`src/logic/alu_defs.svh`:
```
`ifndef ALU_DEFS_SVH
`define ALU_DEFS_SVH

// Datapath width of operands and result
`define ALU_WIDTH   32

// Low operand bits used as shift amount
`define ALU_SHAMT_W 5

// Request queue entries, also the credits held after reset
`define ALU_Q_DEPTH 4

// Sequence tag width, wraps on overflow
`define ALU_TAG_W   4

`endif

```
`src/logic/alu_pkg.sv`:
```
`default_nettype none

`include "alu_defs.svh"

package alu_pkg;

    // ALU opcodes
    // Bit 3 marks the add/sub group, which alone produces carry and overflow
    // Bit 0 turns the adder into a subtractor (SUB and SLT both need a - b)
    typedef enum logic [3:0] {
        ALU_SLTU = 4'b0000,
        ALU_SLT  = 4'b0001,
        ALU_AND  = 4'b0010,
        ALU_OR   = 4'b0011,
        ALU_XOR  = 4'b0100,
        ALU_SRA  = 4'b0101,
        ALU_SLL  = 4'b0110,
        ALU_SRL  = 4'b0111,
        ALU_ADD  = 4'b1000,
        ALU_SUB  = 4'b1001
    } alu_op_e;

    // Status flags of one ALU operation
    typedef struct packed {
        logic neg;
        logic zero;
        logic carry;
        logic ovf;
    } alu_flags_t;

    // Decoded request, decoder to queue to execute stage
    typedef struct packed {
        alu_op_e                op;
        logic [`ALU_WIDTH-1:0]  a;
        logic [`ALU_WIDTH-1:0]  b;
        logic [`ALU_TAG_W-1:0]  tag;
    } alu_req_t;

    // Registered result leaving the execute stage
    typedef struct packed {
        logic [`ALU_WIDTH-1:0]  result;
        alu_flags_t             flags;
        logic [`ALU_TAG_W-1:0]  tag;
    } alu_rsp_t;

endpackage

`default_nettype wire

```
`src/logic/alu.sv`:
```
`timescale 1ns/1ps
`default_nettype none

`include "alu_defs.svh"

module alu #(
    parameter int WIDTH = `ALU_WIDTH
) (
    // Operation select
    input  alu_pkg::alu_op_e    alu_op_i,

    // Operands
    input  logic [WIDTH-1:0]    a_i,
    input  logic [WIDTH-1:0]    b_i,

    // Result and status
    output logic [WIDTH-1:0]    result_o,
    output alu_pkg::alu_flags_t flags_o
);

    import alu_pkg::*;

    localparam int SHAMT_W = $clog2(WIDTH);

    // Shared adder, subtracts when opcode bit 0 is set
    logic [WIDTH-1:0] b_eff;
    logic [WIDTH:0]   sum_ext;
    logic [WIDTH-1:0] sum;
    logic             carry_out;
    logic             v_add;
    logic             lt_signed;
    logic             lt_unsigned;
    logic [SHAMT_W-1:0] shamt;

    // Two's complement subtract as a + ~b + 1
    assign b_eff     = alu_op_i[0] ? ~b_i : b_i;
    assign sum_ext   = {1'b0, a_i} + {1'b0, b_eff} + {{WIDTH{1'b0}}, alu_op_i[0]};
    assign sum       = sum_ext[WIDTH-1:0];
    // Carry out of a + ~b + 1 is set exactly when a >= b unsigned
    assign carry_out = sum_ext[WIDTH];

    // Signed overflow for add or subtract
    assign v_add = ~(alu_op_i[0] ^ a_i[WIDTH-1] ^ b_i[WIDTH-1])
                 & (a_i[WIDTH-1] ^ sum[WIDTH-1]);

    // Signed less-than is N xor V of the difference
    assign lt_signed   = sum[WIDTH-1] ^ v_add;
    assign lt_unsigned = (a_i < b_i);

    // Only the low bits count as shift amount
    assign shamt = b_i[SHAMT_W-1:0];

    always_comb begin
        case (alu_op_i)
            ALU_ADD:  result_o = sum;
            ALU_SUB:  result_o = sum;
            ALU_AND:  result_o = a_i & b_i;
            ALU_OR:   result_o = a_i | b_i;
            ALU_XOR:  result_o = a_i ^ b_i;
            ALU_SLL:  result_o = a_i << shamt;
            ALU_SRL:  result_o = a_i >> shamt;
            ALU_SRA:  result_o = $signed(a_i) >>> shamt;
            ALU_SLT:  result_o = {{(WIDTH-1){1'b0}}, lt_signed};
            ALU_SLTU: result_o = {{(WIDTH-1){1'b0}}, lt_unsigned};
            // Undefined opcode
            default:  result_o = 'x;
        endcase
    end

    // Sign and zero come straight from the result
    assign flags_o.neg  = result_o[WIDTH-1];
    assign flags_o.zero = (result_o == '0);

    // Carry and overflow only for the add/sub group
    assign flags_o.carry = alu_op_i[3] ? carry_out : 1'b0;
    assign flags_o.ovf   = alu_op_i[3] ? v_add : 1'b0;

endmodule

`default_nettype wire

```
`src/logic/op_decoder.sv`:
```
`timescale 1ns/1ps
`default_nettype none

`include "alu_defs.svh"

module op_decoder (
    input  logic                    clk,
    input  logic                    rst_n_i,

    // Issue port
    input  logic                    issue_valid_i,
    output logic                    issue_ready_o,
    input  logic [2:0]              funct3_i,
    input  logic                    funct7_5_i,
    input  logic                    imm_sel_i,
    input  logic [`ALU_WIDTH-1:0]   rs1_i,
    input  logic [`ALU_WIDTH-1:0]   rs2_i,
    input  logic [`ALU_WIDTH-1:0]   imm_i,

    // Credit link to the queue
    input  logic                    credit_return_i,
    output logic                    push_o,
    output alu_pkg::alu_req_t       push_req_o
);

    import alu_pkg::*;

    // Counter must hold the full depth
    localparam int CRED_W = $clog2(`ALU_Q_DEPTH + 1);

    logic [CRED_W-1:0]      credits_q;
    logic [`ALU_TAG_W-1:0]  tag_q;
    logic                   accept;

    alu_op_e                op;
    logic                   is_shift;
    logic [`ALU_WIDTH-1:0]  opnd_b;

    // Ready whenever a queue slot is guaranteed
    assign issue_ready_o = (credits_q != '0);
    assign accept        = issue_valid_i & issue_ready_o;

    // Opcode from funct3, funct7 bit 5 picks SUB and SRA
    always_comb begin
        op       = ALU_ADD;
        is_shift = 1'b0;
        case (funct3_i)
            3'b000: op = (funct7_5_i && !imm_sel_i) ? ALU_SUB : ALU_ADD;
            3'b001: begin
                op       = ALU_SLL;
                is_shift = 1'b1;
            end
            3'b010: op = ALU_SLT;
            3'b011: op = ALU_SLTU;
            3'b100: op = ALU_XOR;
            3'b101: begin
                op       = funct7_5_i ? ALU_SRA : ALU_SRL;
                is_shift = 1'b1;
            end
            3'b110: op = ALU_OR;
            3'b111: op = ALU_AND;
        endcase
    end

    // Second operand, shifts keep only the shift amount bits
    always_comb begin
        opnd_b = imm_sel_i ? imm_i : rs2_i;
        if (is_shift) begin
            opnd_b = {{(`ALU_WIDTH-`ALU_SHAMT_W){1'b0}}, opnd_b[`ALU_SHAMT_W-1:0]};
        end
    end

    // Request goes out in the same cycle as the accepted issue
    assign push_o         = accept;
    assign push_req_o.op  = op;
    assign push_req_o.a   = rs1_i;
    assign push_req_o.b   = opnd_b;
    assign push_req_o.tag = tag_q;

    // Spend one credit per push, regain one per return
    always_ff @(posedge clk) begin
        if (!rst_n_i) begin
            credits_q <= CRED_W'(`ALU_Q_DEPTH);
        end else begin
            case ({accept, credit_return_i})
                2'b10:   credits_q <= credits_q - 1'b1;
                2'b01:   credits_q <= credits_q + 1'b1;
                default: credits_q <= credits_q;
            endcase
        end
    end

    // Wrapping sequence tag
    always_ff @(posedge clk) begin
        if (!rst_n_i) begin
            tag_q <= '0;
        end else if (accept) begin
            tag_q <= tag_q + 1'b1;
        end
    end

endmodule

`default_nettype wire

```
`src/logic/op_queue.sv`:
```
`timescale 1ns/1ps
`default_nettype none

`include "alu_defs.svh"

module op_queue (
    input  logic                clk,
    input  logic                rst_n_i,

    // Write side from the decoder
    input  logic                push_i,
    input  alu_pkg::alu_req_t   push_req_i,

    // Read side to the execute stage
    input  logic                pop_i,
    output logic                head_valid_o,
    output alu_pkg::alu_req_t   head_req_o,

    // One pulse per popped entry
    output logic                credit_return_o
);

    import alu_pkg::*;

    localparam int PTR_W = (`ALU_Q_DEPTH > 1) ? $clog2(`ALU_Q_DEPTH) : 1;
    localparam int CNT_W = $clog2(`ALU_Q_DEPTH + 1);
    localparam logic [PTR_W-1:0] LAST_IDX = PTR_W'(`ALU_Q_DEPTH - 1);

    // Entry storage
    alu_req_t           mem [`ALU_Q_DEPTH];

    logic [PTR_W-1:0]   wr_ptr_q;
    logic [PTR_W-1:0]   rd_ptr_q;
    logic [CNT_W-1:0]   count_q;
    logic               credit_q;

    // Head is visible as soon as one entry is stored
    assign head_valid_o    = (count_q != '0);
    assign head_req_o      = mem[rd_ptr_q];
    assign credit_return_o = credit_q;

    // No full check, the decoder never holds more credits than free slots
    always_ff @(posedge clk) begin
        if (push_i) begin
            mem[wr_ptr_q] <= push_req_i;
        end
    end

    // Pointers wrap at the last index, depth need not be a power of two
    always_ff @(posedge clk) begin
        if (!rst_n_i) begin
            wr_ptr_q <= '0;
            rd_ptr_q <= '0;
        end else begin
            if (push_i) begin
                wr_ptr_q <= (wr_ptr_q == LAST_IDX) ? '0 : wr_ptr_q + 1'b1;
            end
            if (pop_i) begin
                rd_ptr_q <= (rd_ptr_q == LAST_IDX) ? '0 : rd_ptr_q + 1'b1;
            end
        end
    end

    // Occupancy and registered credit return
    always_ff @(posedge clk) begin
        if (!rst_n_i) begin
            count_q  <= '0;
            credit_q <= 1'b0;
        end else begin
            credit_q <= pop_i;
            case ({push_i, pop_i})
                2'b10:   count_q <= count_q + 1'b1;
                2'b01:   count_q <= count_q - 1'b1;
                default: count_q <= count_q;
            endcase
        end
    end

endmodule

`default_nettype wire

```
`src/logic/exec_stage.sv`:
```
`timescale 1ns/1ps
`default_nettype none

`include "alu_defs.svh"

module exec_stage (
    input  logic                clk,
    input  logic                rst_n_i,

    // Queue head
    input  logic                head_valid_i,
    input  alu_pkg::alu_req_t   head_req_i,
    output logic                pop_o,

    // Result port
    output logic                res_valid_o,
    input  logic                res_ready_i,
    output alu_pkg::alu_rsp_t   res_o
);

    import alu_pkg::*;

    logic [`ALU_WIDTH-1:0]  alu_result;
    alu_flags_t             alu_flags;

    logic                   res_valid_q;
    alu_rsp_t               res_q;
    logic                   slot_free;

    // ALU works on the queue head directly
    alu #(
        .WIDTH      (`ALU_WIDTH)
    ) u_alu (
        .alu_op_i   (head_req_i.op),
        .a_i        (head_req_i.a),
        .b_i        (head_req_i.b),
        .result_o   (alu_result),
        .flags_o    (alu_flags)
    );

    // Slot is free when empty or drained this cycle
    assign slot_free = ~res_valid_q | res_ready_i;
    assign pop_o     = head_valid_i & slot_free;

    // Valid bit follows pops and drains
    always_ff @(posedge clk) begin
        if (!rst_n_i) begin
            res_valid_q <= 1'b0;
        end else if (pop_o) begin
            res_valid_q <= 1'b1;
        end else if (res_ready_i) begin
            res_valid_q <= 1'b0;
        end
    end

    // Response payload only changes on a pop, so it holds while stalled
    always_ff @(posedge clk) begin
        if (pop_o) begin
            res_q.result <= alu_result;
            res_q.flags  <= alu_flags;
            res_q.tag    <= head_req_i.tag;
        end
    end

    assign res_valid_o = res_valid_q;
    assign res_o       = res_q;

endmodule

`default_nettype wire

```
`src/logic/alu_cluster_top.sv`:
```
`timescale 1ns/1ps
`default_nettype none

`include "alu_defs.svh"

module alu_cluster_top (
    input  logic                    clk,
    input  logic                    rst_n_i,

    // Issue port
    input  logic                    issue_valid_i,
    output logic                    issue_ready_o,
    input  logic [2:0]              funct3_i,
    input  logic                    funct7_5_i,
    input  logic                    imm_sel_i,
    input  logic [`ALU_WIDTH-1:0]   rs1_i,
    input  logic [`ALU_WIDTH-1:0]   rs2_i,
    input  logic [`ALU_WIDTH-1:0]   imm_i,

    // Result port
    output logic                    res_valid_o,
    input  logic                    res_ready_i,
    output alu_pkg::alu_rsp_t       res_o
);

    import alu_pkg::*;

    // Decoder to queue
    logic       push;
    alu_req_t   push_req;
    logic       credit_return;

    // Queue to execute stage
    logic       head_valid;
    alu_req_t   head_req;
    logic       pop;

    // Producer
    op_decoder u_op_decoder (
        .clk             (clk),
        .rst_n_i         (rst_n_i),
        .issue_valid_i   (issue_valid_i),
        .issue_ready_o   (issue_ready_o),
        .funct3_i        (funct3_i),
        .funct7_5_i      (funct7_5_i),
        .imm_sel_i       (imm_sel_i),
        .rs1_i           (rs1_i),
        .rs2_i           (rs2_i),
        .imm_i           (imm_i),
        .credit_return_i (credit_return),
        .push_o          (push),
        .push_req_o      (push_req)
    );

    // Credit-managed buffer
    op_queue u_op_queue (
        .clk             (clk),
        .rst_n_i         (rst_n_i),
        .push_i          (push),
        .push_req_i      (push_req),
        .pop_i           (pop),
        .head_valid_o    (head_valid),
        .head_req_o      (head_req),
        .credit_return_o (credit_return)
    );

    // Consumer with registered result
    exec_stage u_exec_stage (
        .clk             (clk),
        .rst_n_i         (rst_n_i),
        .head_valid_i    (head_valid),
        .head_req_i      (head_req),
        .pop_o           (pop),
        .res_valid_o     (res_valid_o),
        .res_ready_i     (res_ready_i),
        .res_o           (res_o)
    );

endmodule

`default_nettype wire

```
`config.mk`:
```
export PLATFORM = sky130hd
export DESIGN_NAME = alu_cluster_top
export DESIGN_NICKNAME = d
export VERILOG_FILES = /design/src/logic/alu_pkg.sv /design/src/logic/alu.sv /design/src/logic/op_decoder.sv /design/src/logic/op_queue.sv /design/src/logic/exec_stage.sv /design/src/logic/alu_cluster_top.sv
export VERILOG_INCLUDE_DIRS = /design/src /design/src/logic
export SDC_FILE = /design/constraint.sdc
export NUM_CORES = 1
export LEC_CHECK = 0
export BUFFER_PORTS_ARGS = -buffer_cell sky130_fd_sc_hd__buf_4
export CAP_MARGIN = 20
export CORE_AREA = 5 5 245 247
export CTS_CLUSTER_DIAMETER = 100
export DETAILED_ROUTE_END_ITERATION = 16
export DIE_AREA = 0 0 250 252
export MAX_ROUTING_LAYER = met4
export PLACE_DENSITY = 0.62
export SLEW_MARGIN = 10
export SYNTH_ARGS = -nofsm -noshare
export SYNTH_HDL_FRONTEND = slang
export SYNTH_SLANG_ARGS = --single-unit
```
`constraint.sdc`:
```
create_clock -name clk -period 5.73 [get_ports clk]
set_clock_uncertainty 0.05 [all_clocks]
set_input_delay 0.573 -clock clk [delete_from_list [all_inputs] [get_ports clk]]
set_output_delay 0.573 -clock clk [all_outputs]
set_load 0.01 [all_outputs]
```
# Word level (Yosys, flattened, before mapping)
# Memories as Yosys holds them, arrays and structs flattened. A register that Yosys moved wholly into a read port is not among the register bits.
# Index checks and enable logic that the tools add are counted.
totals:
  reg_bits: 56
  ram_bits: 288
  inputBits: 105
  output_inout_bits: 42
  elab_cells: 93
  mem_count: 1
memory_table:
  columns: ["memory", "words", "width", "read_ports", "rd_clocked_by_memory_dff", "write_ports", "line", "rtl"]
  rows:
  - ["u_op_queue.mem", 4, 72, 1, 1, 1, "op_queue.sv:30", "alu_req_t mem [`ALU_Q_DEPTH];"]
classes:
  n_addsub: 9
  order_cmp: 1
  n_eq_ne: 22
  shift: 3
  mux: 18
  bitwise_logic: 14
  reduce_logical: 12
op_table:
  columns: ["op", "n"]
  rows:
  - ["case mux 32 bit (9 select lines)", 1]
  - ["two-way mux 32 bit", 3]
  - ["adder 32 x 32 -> 33 bit", 1]
  - ["adder 33 x 1 -> 33 bit", 1]
  - ["AND 32 bit", 1]
  - ["logical NOT 32 bit", 1]
  - ["< comparator 32 bit", 1]
  - ["inverter 32 bit", 1]
  - ["OR 32 bit", 1]
  - ["case mux 4 bit (8 select lines)", 1]
  - ["<< shifter 32 x 5 -> 32 bit", 1]
  - ["right shift 32 x 5 -> 32 bit", 1]
  - [">>> shifter 32 x 5 -> 32 bit", 1]
  - ["bitwise XOR 32 bit", 1]
  - ["== test 4 x 3 -> 1 bit, second input constant", 4]
  - ["== test 3 bit, second input constant", 4]
  - ["case mux 3 bit (2 select lines)", 2]
  - ["two-way mux 2 bit", 5]
  - ["== test 2 bit, second input constant", 4]
  - ["== test 4 x 2 -> 1 bit, second input constant", 2]
  - ["== test 4 bit, second input constant", 2]
  - ["adder 3 x 1 -> 3 bit, second input constant", 2]
  - ["== test 3 x 2 -> 1 bit, second input constant", 2]
  - ["two-way mux 1 bit", 6]
  - ["other kinds (17)", 30]

# Longest topological paths before layout
logic_depth:
  depth_word: 9
  ltp_mapped: 25
  depth_no_buf: 17

# Hierarchy
# A second synthesis with hierarchy kept.
hier_totals:
  hier_cells: 1774
  area_unflattened_um2: 22140.0
by_module_without_submodules:
  columns: ["mod", "n_inst", "cells_per_inst", "area_each_um2", "seq_area_each_um2"]
  rows:
  - ["op_queue", 1, 424, 10951.8, 8848.5]
  - ["alu", 1, 1162, 8828.5, 0.0]
  - ["exec_stage", 1, 44, 1248.7, 1221.2]
  - ["op_decoder", 1, 144, 1111.1, 140.1]

# Worst setup path before layout
# OpenSTA, ideal clock, no wires.
synth_timing:
  path_kind: "register to register"
  from: "register (tool-made name)"
  to: "register u_exec_stage.res_q, in the netlist u_exec_stage.res_o[6], data pin"
  setup_time_ps: 175
  arrival_ps: 5596
  required_ps: 5505
  setup_slack_ps: -91
  path_stages_with_launch: 22
  n_path_buf: 7
  synth_period_minus_slack_ps: 5821
  cell_sequence: "dfxtp_1 buf_4 buf_4 mux4_2 clkbuf_1 buf_2 buf_1 buf_1 clkbuf_1 xor2_1 ha_1 a21o_1 a221o_1 a21oi_2 nor3_1 or4_1 or4_4 a2111oi_4 nand4bb_1 nor4_2 nand4b_1 nor4bb_1"
synth_lines:
  columns: ["element", "line", "rtl"]
  rows:
  - ["end, declared", "exec_stage.sv:27", "alu_rsp_t res_q;"]

==> results.md <==
- Share of cells above drive strength 1: 0.221
- Endpoints failing hold: 0
- Nets: roughly 2400
- Die Span Y: 252 um
- Rows: 88
- Post-synthesis compound-gate area fraction: 0.136
- Syn. warnings: 0
- Setup crit end: u_exec_stage.res_o[6]
- Antenna violations before repair: 3
- Worst reg-to-reg setup slack: 0.35 ns
- Seq/Total Area, Yosys: 0.448
- Worst-margin pin slew: 1.14 ns
- Synth area leader: edfxtp_1
- Root buf cell: clkbuf_16
- Port Buf Inserts: around 150
- CTS tree: done
- Main area contributors after synthesis: edfxtp_1 (43%), ha_1 (7.5%), mux4_2 (6.8%)
- Clk_lat worst skew: 0.56 ns
- Num CTS Buffers: 39
- Via density: 6.10
- Syn avg cell area: about 11 um2
- Worst-path clk slew: 0.06 ns
- Die span in x: 250 um
- Post-route ant nets: 0
- Core ar.: 57400 um2
- Synth Area in XOR/XNOR: 0.0223
- Max-cap violations: 0
- CP max FO: 28
- Final period util: 0.939
- Nature of the critical path endpoint: register
- Data arrival, critical path: 5.70 ns
- Setup violators final: 0
- GRT Overall Usage: 0.263
- CP required: about 6.1 ns
- Post-DP HPWL: 62800 um
- Critical path class: register to register
- Reg2reg end: u_exec_stage.res_o[6]
- Crit start category: register
- R2R depth: 15
- Post-synth top flop: edfxtp_1
- Vias in the first global route: 17700
- RSZ-0062 raised after global routing: no
- Status: completed
- P&R area growth vs syn: 15.7%
- DIE AREA: 63000 um2
- CTS Buffer Depth: 3
- Largest net degree at the start of global routing: 87
- DR pass1 iterations: 6
- Max frequency: 0.186 GHz
- Cells after synthesis: 1990
- Drt initial violations: 2083
- Rel. slew slack: 0.229
- Post-synthesis adder-cell area fraction: 0.0775
- Mapped cell area: 22700 um2
- I/O pin count: 147
- Initial Util: 0.396
- DRC Markers: 0
- Avg WL per Cell: 28.3 um
- Sink Count: 345
- Multiplexer share of the synthesized area: 0.164
- Min-Delay Path Class: input pin to register
- Htree depth: 2
- Async set-reset flop share out of synthesis: 0
- Yosys top cell area share: 0.432
- GPL Wtd Cong: 1.11
- First-pass GRT wire length: 122000 um
- Number of synthesized flops with an enable pin: 327
- Setup repair bufs after CTS: 0
- Largest family of logic cells by synthesized area: multiplexers
- # hold bufs at CTS: 0
- Hold WS: 0.160 ns
- Via count: about 18000
- Resized cells post-CTS: 0
- WL final: between 80000 and 90000 um
- Period minus WS final: about 5.4 ns
- Post-synth net total: between 2000 and 2500
- Gr ovfl total: 0
- Yosys reg bits: 345
- Distinct cells, synth: 92
- Post-synthesis simple-gate area fraction: 0.107
- Count of final max-slew check failures: 0
- Setup TNS Final: 0 ns
==> per-layer routing <==
layer | vias to the layer above | part of all wire | global-route usage
li1 | 7965 | - | -
met1 | 8896 | 0.43 | 0.355
met4 | 0 | 0.049 | 0.107
met3 | 182 | 0.076 | 0.0393
met5 | - | 0 | -
met2 | 893 | 0.45 | 0.402
==> through the flow <==
step	instance area [um2]	util	setup slack, ns	cells
final	26300	0.458	0.348	2940
after global routing	26300	0.458	0.0916	2939
after CTS	26300	0.458	0.397	2936
after detailed placement	25000	0.436	0.412	2866
after global placement	25000	0.436	0.540	2865
after floorplan	22700	-	0.0709	1990
==> cells in the mapped netlist (31+ instances only) <==
master,instances
mux2_2,76
nor3_1,51
buf_2,31
xor2_1,40
clkbuf_1,68
ha_1,136
edfxtp_1,327
a21oi_1,75
mux2i_1,119
nand3_1,32
mux4_2,69
o211ai_1,32
inv_1,96
o21ai_0,79
nor2_1,138
nand2_1,124
==> final cells by class <==
cell class / count / area (um2)
timing repair buffer: 243 / 1890
sequential: 345 / 10200
antenna: 4 / 10.0
fill: 5280 / 31100
tap: 765 / 957
clock inverter: 27 / 297
inverter: 102 / 385
clock buffer: 43 / 991
multi-input combinational: 1411 / 11600
==> critical path, cell delays in order (launching register included) <==
cell	delay, ns
dfxtp_4	0.39
mux4_2	0.77
buf_4	0.38
xor2_1	0.22
ha_1	0.38
a21oi_1	0.26
o21a_1	0.25
a21boi_0	0.53
nor4_1	0.09
a311o_1	0.29
a211oi_1	0.31
nand4_1	0.19
nand4bb_1	0.26
nor4_2	0.30
nand4b_1	0.18
nor4bb_1	0.32
==> registers in the layout, summed over array words and instances, names as in the netlist, named ones only <==
| signal | flops |
|---|---|
| u_exec_stage.res_o | 39 |
| u_exec_stage.res_valid_o | 1 |
| u_op_decoder.credits_q | 3 |
| u_op_decoder.tag_q | 4 |
| u_op_queue.count_q | 3 |
| u_op_queue.credit_return_o | 1 |
| u_op_queue.mem | 288 |
| u_op_queue.rd_ptr_q | 2 |
| u_op_queue.wr_ptr_q | 2 |
==> cell usage in the layout (no fill, tap or decap), types with 50 or more instances in the layout <==
| master | n |
|---|---|
| nor3_1 | 50 |
| mux4_2 | 69 |
| mux2i_1 | 119 |
| inv_1 | 96 |
| nand2_1 | 124 |
| mux2_2 | 76 |
| buf_4 | 238 |
| edfxtp_1 | 327 |
| nor2_1 | 138 |
| o21ai_0 | 78 |
| ha_1 | 136 |
| a21oi_1 | 74 |
==> worst min-delay path by stage <==
stage,startpoint,end,slack [ns],cells past startpoint
global route,rs1_i[22],u_op_queue.mem[0][58],0.14,1
detailed placement,u_op_queue.count_q[2],u_op_queue.count_q[2],0.44,2
floorplan,u_op_queue.count_q[2],u_op_queue.count_q[2],0.41,2
CTS,rs1_i[19],u_op_queue.mem[3][55],0.14,1
global placement,u_op_decoder.credits_q[2],u_op_decoder.credits_q[2],0.43,2
finish,rs1_i[16],u_op_queue.mem[3][52],0.16,1
==> cell families (layout without fill, tap and decap cells) <==
logic type	Yosys count	in the layout
xor gates and xnor gates	58	58
and+or+nand+nor	496	496
other	0	4
buffers and inverters	234	415
DFF	345	345
AOI/OAI and AO/OA	446	446
adders and majority gates	139	139
muxes	272	272
Power is left out: the tool's default activity adds up to more than one toggle a clock period on the data nets, which glitch-free logic cannot reach.
